[src/source/cache_ctrl_pkg.sv]
package cache_ctrl_pkg;

	// per-set victim pointer, toggled on every new allocation
	typedef enum logic {
		way_0 = 1'b0,
		way_1 = 1'b1
	} way_sel_t;

	// kind of a parked lookup in the reissue queue
	// wait_fill consumes the next refill word on replay
	// follow_fill just replays, the line is requested by someone else
	typedef enum logic {
		wait_fill = 1'b0,
		follow_fill = 1'b1
	} reissue_kind_t;

	// where the next pipeline issue comes from
	typedef enum logic {
		src_upstream = 1'b0,
		src_reissue = 1'b1
	} issue_src_t;

endpackage

[src/source/cache_geom_pkg.sv]
package cache_geom_pkg;

	// address layout, msb to lsb: tag | index | block offset
	// tag_w + index_w + blk_w must equal addr_w
	localparam int addr_w_default = 8;
	localparam int tag_w_default = 3;
	localparam int index_w_default = 4;

	// one word per line, offset bits ignored by the storage
	localparam int blk_w_default = 1;

	// side band travels untouched with each lookup
	localparam int side_w_default = 8;

	// width of one stored line word
	localparam int rdata_w_default = 16;

	// pipeline stages, equal to the storage read latency
	localparam int depth_default = 2;

endpackage
[src/source/cache.sv]
`timescale 1ns/1ps

module cache import cache_geom_pkg::*, cache_ctrl_pkg::*; #(
	parameter int ADDR_W = addr_w_default,
	parameter int TAG_W = tag_w_default,
	parameter int INDEX_W = index_w_default,
	parameter int BLK_W = blk_w_default,
	parameter int SIDE_W = side_w_default,
	parameter int RDATA_W = rdata_w_default,
	parameter int DEPTH = depth_default
) (
	input logic clk,
	input logic rst,
	input logic [ADDR_W-1:0] us_addr,
	input logic [SIDE_W-1:0] us_side,
	input logic us_valid,
	output logic us_stall,
	output logic [ADDR_W-1:0] mh_req_addr,
	output logic mh_req_valid,
	input logic mh_req_stall,
	input logic [RDATA_W-1:0] mh_fill_data,
	input logic mh_fill_valid,
	output logic mh_fill_stall,
	output logic [RDATA_W-1:0] ds_rdata,
	output logic [SIDE_W-1:0] ds_side,
	output logic ds_valid,
	input logic ds_stall
);

	localparam int HDF_DEPTH = DEPTH + 2;
	localparam int MRF_DEPTH = DEPTH + 3;
	localparam int RIF_DEPTH = DEPTH + 3;
	localparam int RIB_DEPTH = DEPTH + 3;
	localparam int HDF_FREE_W = $clog2(HDF_DEPTH+1);
	localparam int MRF_FREE_W = $clog2(MRF_DEPTH+1);
	localparam int HDF_W = RDATA_W + SIDE_W;
	localparam int RQ_W = 1 + ADDR_W + SIDE_W;

	logic [ADDR_W-1:0] issue_addr, out_addr, mrf_addr, rq_addr;
	logic [SIDE_W-1:0] issue_side, out_side, rq_side;
	logic issue_valid, pipe_stall, out_valid, out_stall;
	logic fill_we, hit, rq_pop;
	logic [RDATA_W-1:0] rdata;
	reissue_kind_t rib_kind, rq_kind;
	logic [HDF_W-1:0] hdf_din, hdf_dout;
	logic hdf_we, hdf_empty;
	logic [HDF_FREE_W-1:0] hdf_free;
	logic mrf_we, mrf_empty, line_pending;
	logic [MRF_FREE_W-1:0] mrf_free;
	logic [ADDR_W+SIDE_W-1:0] rib_data;
	logic [RQ_W-1:0] rib_dout, rif_dout;
	logic rib_we, rib_empty, rib_re, rif_full, rif_empty;

	// hold new issues while the request queue could not take all in-flight misses
	assign out_stall = (mrf_free <= MRF_FREE_W'(DEPTH));
	assign rib_re = ~rib_empty & ~rif_full;
	assign rq_kind = reissue_kind_t'(rif_dout[RQ_W-1]);
	assign rq_addr = rif_dout[SIDE_W +: ADDR_W];
	assign rq_side = rif_dout[SIDE_W-1:0];
	assign mh_req_valid = ~mrf_empty;
	assign ds_valid = ~hdf_empty;
	assign {ds_rdata, ds_side} = hdf_dout;

	issue_select #(.ADDR_W(ADDR_W), .SIDE_W(SIDE_W)) issue_i (
		.us_addr, .us_side, .us_valid, .us_stall,
		.rq_addr, .rq_side, .rq_kind, .rq_empty(rif_empty), .rq_full(rif_full), .rq_pop,
		.fill_valid(mh_fill_valid), .fill_stall(mh_fill_stall), .pipe_stall,
		.issue_addr, .issue_side, .issue_valid, .fill_we
	);

	cache_storage #(
		.ADDR_W(ADDR_W), .TAG_W(TAG_W), .INDEX_W(INDEX_W), .BLK_W(BLK_W), .RDATA_W(RDATA_W)
	) storage_i (
		.clk, .rst, .raddr(issue_addr), .waddr(rq_addr), .wdata(mh_fill_data), .we(fill_we),
		.pipe_tag(out_addr[BLK_W+INDEX_W +: TAG_W]), .rdata, .hit
	);

	pipe_valid_stall #(
		.ADDR_W(ADDR_W), .SIDE_W(SIDE_W), .DEPTH(DEPTH), .FREE_W(HDF_FREE_W)
	) pipe_i (
		.clk, .rst, .in_addr(issue_addr), .in_side(issue_side), .in_valid(issue_valid),
		.in_stall(pipe_stall), .out_addr, .out_side, .out_valid, .out_stall,
		.free_slots(hdf_free)
	);

	hit_miss_route #(
		.ADDR_W(ADDR_W), .SIDE_W(SIDE_W), .RDATA_W(RDATA_W), .BLK_W(BLK_W)
	) route_i (
		.valid(out_valid), .addr(out_addr), .side(out_side), .hit, .rdata, .line_pending,
		.hdf_we, .hdf_data(hdf_din), .mrf_we, .mrf_addr, .rib_we, .rib_data, .rib_kind
	);

	sync_fifo #(.WIDTH(HDF_W), .DEPTH(HDF_DEPTH)) hdf_i (
		.clk, .rst, .data_in(hdf_din), .we(hdf_we), .re(~ds_stall & ~hdf_empty),
		.data_out(hdf_dout), .full(), .empty(hdf_empty), .free_slots(hdf_free),
		.search_key('0), .exists()
	);

	sync_fifo #(.WIDTH(ADDR_W), .DEPTH(MRF_DEPTH)) mrf_i (
		.clk, .rst, .data_in(mrf_addr), .we(mrf_we), .re(~mh_req_stall & ~mrf_empty),
		.data_out(mh_req_addr), .full(), .empty(mrf_empty), .free_slots(mrf_free),
		.search_key(mrf_addr), .exists(line_pending)
	);

	sync_fifo #(.WIDTH(RQ_W), .DEPTH(RIB_DEPTH)) rib_i (
		.clk, .rst, .data_in({rib_kind, rib_data}), .we(rib_we), .re(rib_re),
		.data_out(rib_dout), .full(), .empty(rib_empty), .free_slots(),
		.search_key('0), .exists()
	);

	sync_fifo #(.WIDTH(RQ_W), .DEPTH(RIF_DEPTH)) rif_i (
		.clk, .rst, .data_in(rib_dout), .we(rib_re), .re(rq_pop),
		.data_out(rif_dout), .full(rif_full), .empty(rif_empty), .free_slots(),
		.search_key('0), .exists()
	);

endmodule

[src/source/hit_miss_route.sv]
`timescale 1ns/1ps

module hit_miss_route import cache_ctrl_pkg::*; #(
	parameter int ADDR_W = 8,
	parameter int SIDE_W = 8,
	parameter int RDATA_W = 16,
	parameter int BLK_W = 1
) (
	input logic valid,
	input logic [ADDR_W-1:0] addr,
	input logic [SIDE_W-1:0] side,
	input logic hit,
	input logic [RDATA_W-1:0] rdata,
	input logic line_pending,
	output logic hdf_we,
	output logic [RDATA_W+SIDE_W-1:0] hdf_data,
	output logic mrf_we,
	output logic [ADDR_W-1:0] mrf_addr,
	output logic rib_we,
	output logic [ADDR_W+SIDE_W-1:0] rib_data,
	output reissue_kind_t rib_kind
);

	// offset bits cleared so all words of a line share one request
	assign mrf_addr = {addr[ADDR_W-1:BLK_W], {BLK_W{1'b0}}};

	assign hdf_we = valid & hit;
	assign hdf_data = {rdata, side};

	// first miss on a line asks for it, later ones only tag along
	assign mrf_we = valid & ~hit & ~line_pending;
	assign rib_we = valid & ~hit;
	assign rib_data = {addr, side};
	assign rib_kind = line_pending ? follow_fill : wait_fill;

endmodule

[src/source/sync_fifo.sv]
`timescale 1ns/1ps

module sync_fifo #(
	parameter int WIDTH = 8,
	parameter int DEPTH = 4
) (
	input logic clk,
	input logic rst,
	input logic [WIDTH-1:0] data_in,
	input logic we,
	input logic re,
	output logic [WIDTH-1:0] data_out,
	output logic full,
	output logic empty,
	output logic [$clog2(DEPTH+1)-1:0] free_slots,
	input logic [WIDTH-1:0] search_key,
	output logic exists
);

	localparam int PTR_W = (DEPTH > 1) ? $clog2(DEPTH) : 1;
	localparam int CNT_W = $clog2(DEPTH+1);

	logic [WIDTH-1:0] mem [DEPTH];
	logic [DEPTH-1:0] occupied;
	logic [PTR_W-1:0] wr_ptr, rd_ptr;
	logic [CNT_W-1:0] count;
	logic do_wr, do_rd;

	assign do_wr = we & ~full;
	assign do_rd = re & ~empty;

	assign full = (count == CNT_W'(DEPTH));
	assign empty = (count == '0);
	assign free_slots = CNT_W'(DEPTH) - count;
	assign data_out = mem[rd_ptr];

	always_ff @(posedge clk) begin
		if (do_wr) begin
			mem[wr_ptr] <= data_in;
		end
	end

	// pointers wrap at DEPTH, which need not be a power of two
	always_ff @(posedge clk, posedge rst) begin
		if (rst) begin
			wr_ptr <= '0;
			rd_ptr <= '0;
			count <= '0;
			occupied <= '0;
		end else begin
			if (do_wr) begin
				wr_ptr <= (wr_ptr == PTR_W'(DEPTH-1)) ? '0 : wr_ptr + 1'b1;
				occupied[wr_ptr] <= 1'b1;
			end
			if (do_rd) begin
				rd_ptr <= (rd_ptr == PTR_W'(DEPTH-1)) ? '0 : rd_ptr + 1'b1;
				occupied[rd_ptr] <= 1'b0;
			end
			count <= count + CNT_W'(do_wr) - CNT_W'(do_rd);
		end
	end

	// associative search over live entries
	always_comb begin
		exists = 1'b0;
		for (int i = 0; i < DEPTH; i++) begin
			if (occupied[i] && mem[i] == search_key) begin
				exists = 1'b1;
			end
		end
	end

	assert property (@(posedge clk) disable iff (rst) we |-> !full);
	assert property (@(posedge clk) disable iff (rst) re |-> !empty);

endmodule

[src/source/pipe_valid_stall.sv]
`timescale 1ns/1ps

module pipe_valid_stall #(
	parameter int ADDR_W = 8,
	parameter int SIDE_W = 8,
	parameter int DEPTH = 2,
	parameter int FREE_W = 3
) (
	input logic clk,
	input logic rst,
	input logic [ADDR_W-1:0] in_addr,
	input logic [SIDE_W-1:0] in_side,
	input logic in_valid,
	output logic in_stall,
	output logic [ADDR_W-1:0] out_addr,
	output logic [SIDE_W-1:0] out_side,
	output logic out_valid,
	input logic out_stall,
	input logic [FREE_W-1:0] free_slots
);

	logic [ADDR_W-1:0] addr_q [DEPTH];
	logic [SIDE_W-1:0] side_q [DEPTH];
	logic [DEPTH-1:0] valid_q;
	logic [FREE_W-1:0] in_flight;
	logic credit_out;

	// the stages always advance in step with the storage read;
	// only the entry point is held back
	assign in_flight = FREE_W'($countones(valid_q));

	// every lookup in flight may end up as a hit, so keep room for all of them
	assign credit_out = (free_slots <= in_flight);
	assign in_stall = out_stall | credit_out;

	always_ff @(posedge clk) begin
		addr_q[0] <= in_addr;
		side_q[0] <= in_side;
		for (int i = 1; i < DEPTH; i++) begin
			addr_q[i] <= addr_q[i-1];
			side_q[i] <= side_q[i-1];
		end
	end

	always_ff @(posedge clk, posedge rst) begin
		if (rst) begin
			valid_q <= '0;
		end else begin
			valid_q <= {valid_q[DEPTH-2:0], in_valid & ~in_stall};
		end
	end

	assign out_addr = addr_q[DEPTH-1];
	assign out_side = side_q[DEPTH-1];
	assign out_valid = valid_q[DEPTH-1];

	// the hit-data FIFO keeps room for every lookup still in the pipe
	assert property (@(posedge clk) disable iff (rst)
		free_slots >= in_flight);

endmodule

[src/source/cache_storage.sv]
`timescale 1ns/1ps

module cache_storage import cache_ctrl_pkg::*; #(
	parameter int ADDR_W = 8,
	parameter int TAG_W = 3,
	parameter int INDEX_W = 4,
	parameter int BLK_W = 1,
	parameter int RDATA_W = 16
) (
	input logic clk,
	input logic rst,
	input logic [ADDR_W-1:0] raddr,
	input logic [ADDR_W-1:0] waddr,
	input logic [RDATA_W-1:0] wdata,
	input logic we,
	input logic [TAG_W-1:0] pipe_tag,
	output logic [RDATA_W-1:0] rdata,
	output logic hit
);

	localparam int LINES = 1 << INDEX_W;

	logic [RDATA_W-1:0] data0 [LINES];
	logic [RDATA_W-1:0] data1 [LINES];
	logic [TAG_W-1:0] tag0 [LINES];
	logic [TAG_W-1:0] tag1 [LINES];
	logic [LINES-1:0] vld0;
	logic [LINES-1:0] vld1;
	way_sel_t victim [LINES];

	logic [INDEX_W-1:0] r_idx;
	logic [INDEX_W-1:0] w_idx;
	logic [TAG_W-1:0] w_tag;
	way_sel_t w_way;
	logic w_new;

	// read stage a and b, per way
	logic [INDEX_W-1:0] idx_a;
	logic [RDATA_W-1:0] data0_a, data1_a, data0_b, data1_b;
	logic [TAG_W-1:0] tag0_a, tag1_a, tag0_b, tag1_b;
	logic v0_a, v1_a, v0_b, v1_b;
	logic hit0, hit1;

	assign r_idx = raddr[BLK_W +: INDEX_W];
	assign w_idx = waddr[BLK_W +: INDEX_W];
	assign w_tag = waddr[BLK_W+INDEX_W +: TAG_W];

	// refill of a line already present overwrites it in place
	always_comb begin
		w_new = 1'b0;
		if (vld0[w_idx] && tag0[w_idx] == w_tag) begin
			w_way = way_0;
		end else if (vld1[w_idx] && tag1[w_idx] == w_tag) begin
			w_way = way_1;
		end else begin
			w_way = victim[w_idx];
			w_new = 1'b1;
		end
	end

	always_ff @(posedge clk) begin
		if (we && w_way == way_0) begin
			data0[w_idx] <= wdata;
			tag0[w_idx] <= w_tag;
		end
		if (we && w_way == way_1) begin
			data1[w_idx] <= wdata;
			tag1[w_idx] <= w_tag;
		end
	end

	always_ff @(posedge clk, posedge rst) begin
		if (rst) begin
			vld0 <= '0;
			vld1 <= '0;
			for (int i = 0; i < LINES; i++) begin
				victim[i] <= way_0;
			end
		end else if (we) begin
			if (w_way == way_0) begin
				vld0[w_idx] <= 1'b1;
			end else begin
				vld1[w_idx] <= 1'b1;
			end
			if (w_new) begin
				victim[w_idx] <= way_sel_t'(~victim[w_idx]);
			end
		end
	end

	// payload of the read stages
	always_ff @(posedge clk) begin
		idx_a <= r_idx;
		data0_a <= (we && w_way == way_0 && w_idx == r_idx) ? wdata : data0[r_idx];
		data1_a <= (we && w_way == way_1 && w_idx == r_idx) ? wdata : data1[r_idx];
		tag0_a <= (we && w_way == way_0 && w_idx == r_idx) ? w_tag : tag0[r_idx];
		tag1_a <= (we && w_way == way_1 && w_idx == r_idx) ? w_tag : tag1[r_idx];
		data0_b <= (we && w_way == way_0 && w_idx == idx_a) ? wdata : data0_a;
		data1_b <= (we && w_way == way_1 && w_idx == idx_a) ? wdata : data1_a;
		tag0_b <= (we && w_way == way_0 && w_idx == idx_a) ? w_tag : tag0_a;
		tag1_b <= (we && w_way == way_1 && w_idx == idx_a) ? w_tag : tag1_a;
	end

	// valid bits of the read stages, bypassed like the payload
	always_ff @(posedge clk, posedge rst) begin
		if (rst) begin
			v0_a <= 1'b0;
			v1_a <= 1'b0;
			v0_b <= 1'b0;
			v1_b <= 1'b0;
		end else begin
			v0_a <= vld0[r_idx] | (we && w_way == way_0 && w_idx == r_idx);
			v1_a <= vld1[r_idx] | (we && w_way == way_1 && w_idx == r_idx);
			v0_b <= v0_a | (we && w_way == way_0 && w_idx == idx_a);
			v1_b <= v1_a | (we && w_way == way_1 && w_idx == idx_a);
		end
	end

	assign hit0 = v0_b && (tag0_b == pipe_tag);
	assign hit1 = v1_b && (tag1_b == pipe_tag);
	assign hit = hit0 | hit1;
	assign rdata = hit0 ? data0_b : data1_b;

	// a line lives in one way only, also across bypassed refills
	assert property (@(posedge clk) disable iff (rst) !(hit0 && hit1));

endmodule

[src/source/issue_select.sv]
`timescale 1ns/1ps

module issue_select import cache_ctrl_pkg::*; #(
	parameter int ADDR_W = 8,
	parameter int SIDE_W = 8
) (
	input logic [ADDR_W-1:0] us_addr,
	input logic [SIDE_W-1:0] us_side,
	input logic us_valid,
	output logic us_stall,
	input logic [ADDR_W-1:0] rq_addr,
	input logic [SIDE_W-1:0] rq_side,
	input reissue_kind_t rq_kind,
	input logic rq_empty,
	input logic rq_full,
	output logic rq_pop,
	input logic fill_valid,
	output logic fill_stall,
	input logic pipe_stall,
	output logic [ADDR_W-1:0] issue_addr,
	output logic [SIDE_W-1:0] issue_side,
	output logic issue_valid,
	output logic fill_we
);

	issue_src_t src;
	logic replay;

	// the head replays once its refill is here, or right away if it only follows
	assign replay = ~rq_empty & ~pipe_stall & ((rq_kind == follow_fill) | fill_valid);
	assign src = replay ? src_reissue : src_upstream;

	assign rq_pop = replay;
	assign fill_we = replay & (rq_kind == wait_fill);

	// refill waits until its own lookup comes around
	assign fill_stall = fill_valid & ~fill_we;

	// replay owns the issue slot in its cycle
	assign us_stall = pipe_stall | rq_full | replay;

	assign issue_addr = (src == src_reissue) ? rq_addr : us_addr;
	assign issue_side = (src == src_reissue) ? rq_side : us_side;
	assign issue_valid = replay | (us_valid & ~us_stall);

endmodule

[config.mk]
export PLATFORM = sky130hd
export DESIGN_NAME = cache
export DESIGN_NICKNAME = d
export VERILOG_FILES = /design/src/source/cache_ctrl_pkg.sv /design/src/source/cache_geom_pkg.sv /design/src/source/cache.sv /design/src/source/hit_miss_route.sv /design/src/source/sync_fifo.sv /design/src/source/pipe_valid_stall.sv /design/src/source/cache_storage.sv /design/src/source/issue_select.sv
export SDC_FILE = /design/constraint.sdc
export NUM_CORES = 1
export LEC_CHECK = 0
export ABC_CLOCK_PERIOD_IN_PS = 4300
export BUFFER_PORTS_ARGS = -buffer_cell sky130_fd_sc_hd__buf_2
export CAP_MARGIN = 20
export CORE_MARGIN = 4
export CORE_UTILIZATION = 55
export DETAILED_ROUTE_END_ITERATION = 12
export PLACE_DENSITY = 0.74
export SLEW_MARGIN = 20
export SYNTH_ARGS = -nofsm -noshare
export SYNTH_HDL_FRONTEND = slang
export SYNTH_SLANG_ARGS = --single-unit
[constraint.sdc]
create_clock -name clk -period 4.3 [get_ports clk]
set_input_delay 0.86 -clock clk [delete_from_list [all_inputs] [get_ports clk]]
set_output_delay 0.86 -clock clk [all_outputs]
set_load 0.01 [all_outputs]
==> results.json, run 1 <==
{
  "wl_met2_um": 49600,
  "place.gp.congestion": 0.8680,
  "synth_top_family_by_area": "multiplexers",
  "r2r_start": "rif_i.rd_ptr[0]$_DFFE_PP0P_",
  "r2r_end": "storage_i.data1[7][1]$_DFFE_PP_",
  "tns_ns": 0,
  "clock_path_buffers": 3,
  "p_switching_mw": 13.01,
  "clk_pin_slew_ns": 0.06,
  "avgSynthCellArea_um2": 19.20,
  "rsz0062_at_grt": "false",
  "synthDistinctLibCells": 68,
  "die_x_um": 290.0,
  "clkPwrFrac_pct": 24.1,
  "synth_nets": 2353,
  "synth_compound_area_share_pct": 3.224,
  "grt_pass1_vias": 23260,
  "via_per_inst": 6.319,
  "period_minus_slack_ns": 4.185,
  "max_freq_ghz": 0.2390,
  "yosys.area_share.simple_pct": 3.167,
  "hold_buffers": 0,
  "synthAdderAreaFrac_pct": 1.127,
  "ys_ff_latch": 1081,
  "yosys_warnings": 0,
  "ys_seq_area_share_pct": 71.60,
  "final_core_util_pct": 63.58,
  "cpPeakStageDelay_ns": 0.53,
  "die_h_um": 290.0,
  "ios": 74,
  "internal_power_mw": 25.53,
  "routed.top_layer": "met5",
  "vias": 22770,
  "r2r_cells": 12,
  "grt_overflow": 0,
  "swShare_pct": 33.76,
  "cp_max_fo": 24,
  "maxSlewViolCount": 0,
  "synth_edf_count": 920,
  "drv_cap": 0,
  "drt-pass1-iter-count": 5,
  "ir_worst_vdd_uv": 1058,
  "place_hpwl_um": 58630,
  "synth_area_leaders": "edfxtp_1 63%, mux4_2 14%, dfrtp_1 5.3%, dfxtp_1 3.1%, mux2_2 1.3%",
  "cts_tree": "done",
  "worst_setup_path_start_kind": "flip-flop",
  "synth_top_area_share_pct": 63.17,
  "nNetsFinal": 2537,
  "p_per_area_mw_per_mm2": 768.5,
  "cp-end-kind": "flip-flop",
  "gr-usage-all-layers_pct": 23.60,
  "critical_path_class": "reg2reg",
  "grt_pass1_wl_um": 150400,
  "port_buffers": 71,
  "met1_length_um": 40470,
  "cp.arrival_ns": 4.55,
  "skew_ns": 0.02133,
  "power_frac_comb_pct": 36.0,
  "synthFlopType": "edfxtp_1",
  "critPathMostFrequentCell": "buf_12",
  "wl_per_cell_um": 27.65,
  "h-tree-depth": 3,
  "hold_violations": 0,
  "drc": 0,
  "final_layout_size_suffix_gt1_share_pct": 29.95,
  "areaGrowthSynthToFinish_pct": 14.67,
  "r2r_setup_slack_ns": 0.12,
  "core_area_mm2": 0.07887,
  "setup_violations": 0,
  "synthCells": 2278,
  "period_share_pct": 97.32,
  "drt_wl_total_um": 99620,
  "grt_antenna_before_repair": 6,
  "async_reset_ff_share_pct": 8.603,
  "start_util_pct": 55.45,
  "synth.area.mux_share_pct": 18.08,
  "yosys.area_share.xor_xnor_pct": 1.162,
  "final_antenna_net_count": 0,
  "cts-root-buf": "clkbuf_16",
  "required_ns": 4.66,
  "grt_max_degree": 62,
  "final_common_cell": "edfxtp_1",
  "slowest_stage": "mux4_2",
  "slew-limit-headroom_pct": 33.38,
  "status": "finished, final reports clean",
  "die-area_mm2": 0.08409,
  "met3_length_um": 7039,
  "clock-sinks": 1081,
  "mappedNetlistArea_mm2": 0.04373,
  "cts_buffers": 106,
  "worst_pin_slew_ns": 0.9994,
  "cp_cell_sequence": "mux4_2 > or2_1 > buf_4 > a211oi_1 > a21oi_1 > a2111oi_2 > xor2_1 > nand4_2 > a21o_1 > buf_12 > nor2_2 > buf_12",
  "synth_area_leader_cell": "edfxtp_1",
  "drtIter0Drc": 2334,
  "insertion_delay_ns": 0.67,
  "p_leak_nw": 16.91,
  "mostFrequentLayoutCells": "920 x edfxtp_1, 281 x mux4_2, 117 x nand2_1",
  "seqPwrFrac_pct": 39.9,
  "power_mw": 38.54,
  "hold_class": "in2async",
  "placementRows": 103
}
## synth_stat cells, types with 4 or more instances
cell type and number:
buf_4 6, a311oi_1 4, clkbuf_1 78, nor2b_1 6, fa_1 4, nor2_1 58
o21ai_0 41, nor4_1 18, o21bai_1 32, o22a_1 4, mux2i_1 45, nand4_1 11
buf_1 22, or2_2 4, a21oi_1 21, a21o_1 8, mux2_2 51, or3_1 4
inv_1 48, o31ai_1 4, and2_1 9, o21ai_1 8, xor2_1 21, nand2b_1 11
o221ai_1 4, nor3_1 11, mux4_2 281, o21a_1 4, a211oi_1 31, a22oi_1 7
nand2_1 117, nor3b_1 4, o22ai_1 12, dfxtp_1 68, buf_2 15, mux2_1 49
edfxtp_1 920, nand3_1 33, xnor2_1 37, dfrtp_1 93, ha_1 33
## per-layer routing
layer	global-route usage [%]	up-vias
met1	34.29	12020
li1	-	9558
met3	3.291	182
met2	38.44	1002
met4	6.201	2
met5	0	-
## kinds of logic after synthesis
kind of cell,Yosys count
other cells,1
xor+xnor,58
simple gates,295
flops,1081
mux,426
buf+inv,175
compound gates,205
fa+ha+maj,37
## worst max-delay path by stage
stage	start	end	slack (ns)	cells after the start
after floorplan	rif_i.rd_ptr[1]$_DFFE_PP0P_	storage_i.data0[11][0]$_DFFE_PP_	-0.16	14
after global placement	rif_i.rd_ptr[1]$_DFFE_PP0P_	storage_i.data1[7][1]$_DFFE_PP_	0.22	13
after detailed placement	rif_i.rd_ptr[1]$_DFFE_PP0P_	storage_i.data1[7][5]$_DFFE_PP_	0.07	13
after CTS	hdf_i.count[1]$_DFF_PP0_	mh_fill_stall	0.006	11
after global routing	hdf_i.count[0]$_DFF_PP0_	mh_fill_stall	0.02	11
final	rif_i.rd_ptr[0]$_DFFE_PP0P_	storage_i.data1[7][1]$_DFFE_PP_	0.12	12
## flip-flops by register name, summed over array words and instances, names as in the netlist, 5 cells and up
signal / count
storage_i.data1_b: 16
hdf_i.mem: 96
storage_i.data1: 256
storage_i.vld0: 16
storage_i.victim: 16
pipe_i.addr_q: 14
storage_i.vld1: 16
storage_i.tag1: 48
storage_i.data0_b: 16
pipe_i.side_q: 16
mrf_i.occupied: 5
storage_i.data0: 256
mrf_i.mem: 56
rib_i.mem: 80
rif_i.mem: 80
storage_i.tag0: 48
## worst max-delay path, delay by kind of cell, from the launching register on
kind | cells | cell delay [ns]
AO/OA/AOI/OAI | 4 | 1.08
XOR/XNOR | 1 | 0.32
buffers and inverters | 3 | 0.67
flip-flops | 1 | 0.37
multiplexers | 1 | 0.53
AND/OR/NAND/NOR | 3 | 0.89
## cell type report
class                           instances  area [um2]
Fill cell                            5216       28720
Multi-Input combinational cell       1022       11900
Clock inverter                         63       690.7
Tap cell                             1050        1314
Timing Repair Buffer                  199        1854
Clock buffer                          134        2859
Inverter                               52       197.7
Antenna cell                            2       5.005
Sequential cell                      1081       31330
## per-stage QoR
| step | cells | hold slack [ns] | setup slack, ns | area (um2) |
|---|---|---|---|---|
| global placement | 3402 | 0.3114 | 0.2239 | 46560 |
| detailed placement | 3402 | 0.3138 | 0.06922 | 46560 |
| floorplan | 2278 | 0.3096 | -0.1637 | 43750 |
| global route | 3601 | 0.3304 | 0.01532 | 50140 |
| CTS | 3599 | 0.3009 | 0.006081 | 50110 |
| finish | 3603 | 0.3035 | 0.1150 | 50150 |
## what timing repair did
item	CTS	global route
setup buffers	0	2
setup endpoints to repair	1	641
hold endpoints to repair	0	0
pin swaps	0	2
gates resized for setup	1	7
## power groups by stage
stage	registers (mW)	logic (mW)	clock network, mW
after floorplan	14.6	9.67	0
after global placement	15.4	13.3	0
after detailed placement	15.6	13.7	0
after CTS	15.4	13.9	9.44
after global routing	15.6	14.9	9.92
final	15.4	13.9	9.29
No activity file was read; power rests on OpenSTA's default activity.
==> inputs of run 2 (changes only) <==
--- a/config.mk
+++ b/config.mk
@@ -8,6 +8,7 @@
 export ABC_CLOCK_PERIOD_IN_PS = 4300
 export BUFFER_PORTS_ARGS = -buffer_cell sky130_fd_sc_hd__buf_2
 export CAP_MARGIN = 20
+export CORE_ASPECT_RATIO = 1.5
 export CORE_MARGIN = 4
 export CORE_UTILIZATION = 55
 export DETAILED_ROUTE_END_ITERATION = 12
==> results.json, run 2 (synthesis results as in run 1) <==
{
  "ir_worst_vdd_uv": 553.5,
  "nNetsFinal": 2536,
  "cts_tree": "done",
  "port_buffers": 71,
  "start_util_pct": 55.48,
  "internal_power_mw": 25.16,
  "ios": 74,
  "drc": 0,
  "core_area_mm2": 0.07883,
  "status": "finished, final reports clean",
  "setup_violations": 0,
  "grt_overflow": 0,
  "max_freq_ghz": 0.2417,
  "cts_buffers": 99,
  "top_regs": "storage_i.data0 x256, storage_i.data1 x256, hdf_i.mem x96",
  "insertion_delay_ns": 0.68,
  "drt_wl_total_um": 101400,
  "hold_buffers": 0,
  "final_core_util_pct": 63.27,
  "grt_max_degree": 68,
  "clock-sinks": 1081,
  "hold_class": "reg2reg",
  "setup_ws_ns": 0.1633,
  "h-tree-depth": 3,
  "final_antenna_net_count": 0,
  "hold_violations": 0,
  "critical_path_class": "reg2reg",
  "die_x_um": 238.2,
  "tns_ns": 0,
  "grt_pass1_wl_um": 153000,
  "grt_pass1_vias": 24100,
  "place_hpwl_um": 60640,
  "power_frac_comb_pct": 36.2,
  "final_common_cell": "edfxtp_1",
  "clk_pin_slew_ns": 0.06,
  "final_layout_size_suffix_gt1_share_pct": 30.28,
  "drtIter0Drc": 2344,
  "rsz0062_at_grt": "false",
  "num-fill-cells": 5283,
  "vias": 22620,
  "p_per_area_mw_per_mm2": 765.8,
  "areaGrowthSynthToFinish_pct": 14.03,
  "die-area_mm2": 0.08418,
  "gr-usage-all-layers_pct": 24.25,
  "clkPwrFrac_pct": 23.3,
  "worst_setup_path_start_kind": "flip-flop",
  "period_minus_slack_ns": 4.137,
  "slew-limit-headroom_pct": 32.45,
  "via_per_inst": 6.334,
  "required_ns": 4.66,
  "place_ws_ns": 0.008941,
  "swShare_pct": 34.12,
  "p_leak_nw": 16.80,
  "wl_per_cell_um": 28.38,
  "drt-pass1-iter-count": 6,
  "cp.arrival_ns": 4.50,
  "seqPwrFrac_pct": 40.5,
  "skew_ns": 0.02813,
  "cts-root-buf": "clkbuf_16",
  "clock_path_buffers": 3,
  "period_share_pct": 96.20,
  "mostFrequentLayoutCells": "920 x edfxtp_1, 281 x mux4_2, 117 x nand2_1",
  "maxSlewViolCount": 0,
  "cp-end-kind": "flip-flop",
  "place.gp.congestion": 0.8933,
  "placementRows": 126,
  "drv_cap": 0,
  "worst_pin_slew_ns": 1.013,
  "cp_max_fo": 20,
  "grt_antenna_before_repair": 3,
  "die_h_um": 353.4,
  "p_switching_mw": 13.03
}
[run 2: cell types whose count changed in the layout (fill, tap and decap cells not counted), sizes merged]
cell | previous run | this run
bufinv | 11 | 9
diode | 2 | 1
clkinv | 44 | 35
inv | 55 | 58
buf | 199 | 204
clkbuf | 134 | 131
clkinvlp | 5 | 6
[run 2: layout make-up]
| cell class | count | area (um2) | share of cell area, % |
|---|---|---|---|
| repair buffers | 205 | 1814 | 3.638 |
| diodes | 1 | 2.502 | 0.005018 |
| flip-flops and latches | 1081 | 31330 | 62.83 |
| multi-input cells | 1022 | 11920 | 23.91 |
| clock buffers | 130 | 2704 | 5.422 |
| clock inverters | 56 | 615.6 | 1.234 |
| well taps | 1024 | 1281 | 2.569 |
| inverters | 52 | 197.7 | 0.3964 |
[run 2: through the flow]
step / total power [mW] / instances / cell area, um2 / hold slack, ns
2_1_floorplan: 24.29 / 2278 / 43750 / 0.3096
3_3_place_gp: 28.68 / 3380 / 46420 / 0.3109
3_5_place_dp: 29.22 / 3380 / 46430 / 0.3121
4_1_cts: 38.19 / 3566 / 49750 / 0.3273
5_1_grt: 40.01 / 3570 / 49870 / 0.3286
6_report: 38.19 / 3571 / 49870 / 0.3269
[run 2: path summary, 6_finish.rpt]
path,end,cells past startpoint,slack (ns),startpoint
max in group asynchronous,hdf_i.rd_ptr[1]$_DFFE_PP0P_,3,2.96,rst
min in group asynchronous,mrf_i.count[1]$_DFF_PP0_,2,0.34,rst
max reg2reg,storage_i.data0[2][2]$_DFFE_PP_,13,0.16,rif_i.rd_ptr[1]$_DFFE_PP0P_
min reg2reg,pipe_i.addr_q[0][13]$_DFF_P_,0,0.33,pipe_i.addr_q[0][5]$_DFF_P_
min,pipe_i.addr_q[0][13]$_DFF_P_,0,0.33,pipe_i.addr_q[0][5]$_DFF_P_
max,storage_i.data0[2][2]$_DFFE_PP_,13,0.16,rif_i.rd_ptr[1]$_DFFE_PP0P_
[run 2: timing repair]
action	CTS	global route
gates resized for setup	0	16
setup endpoints to repair	36	645
cloned	0	1
pin swaps	0	1
buffers inserted	0	3
hold endpoints to repair	0	0
[run 2: metal layers]
layer | GRT usage (%) | wire, um | vias up
met1 | 29.85 | 36770 | 11970
met3 | 3.445 | 5140 | 230
li1 | - | - | 9549
met2 | 43.20 | 55100 | 870
met5 | 0 | 40 | -
met4 | 9.931 | 4309 | 6
[run 2: power by group through the flow]
stage                     logic (mW)  registers [mW]  clock network, mW
after floorplan                 9.67            14.6                  0
after CTS                       13.7            15.5               9.05
after global routing            14.8            15.7               9.51
after detailed placement        13.6            15.7                  0
final                           13.8            15.5               8.89
after global placement          13.2            15.5                  0
[run 2: worst max-delay path, cell delays in order (launching register included)]
cell	delay [ns]
dfrtp_2	0.51
mux2_2	0.38
a222oi_1	0.31
buf_4	0.39
mux4_2	0.38
a22oi_1	0.23
nand2_1	0.13
xor2_1	0.18
nor4_4	0.36
buf_4	0.23
a21oi_4	0.04
buf_12	0.16
nor2_2	0.23
buf_12	0.22
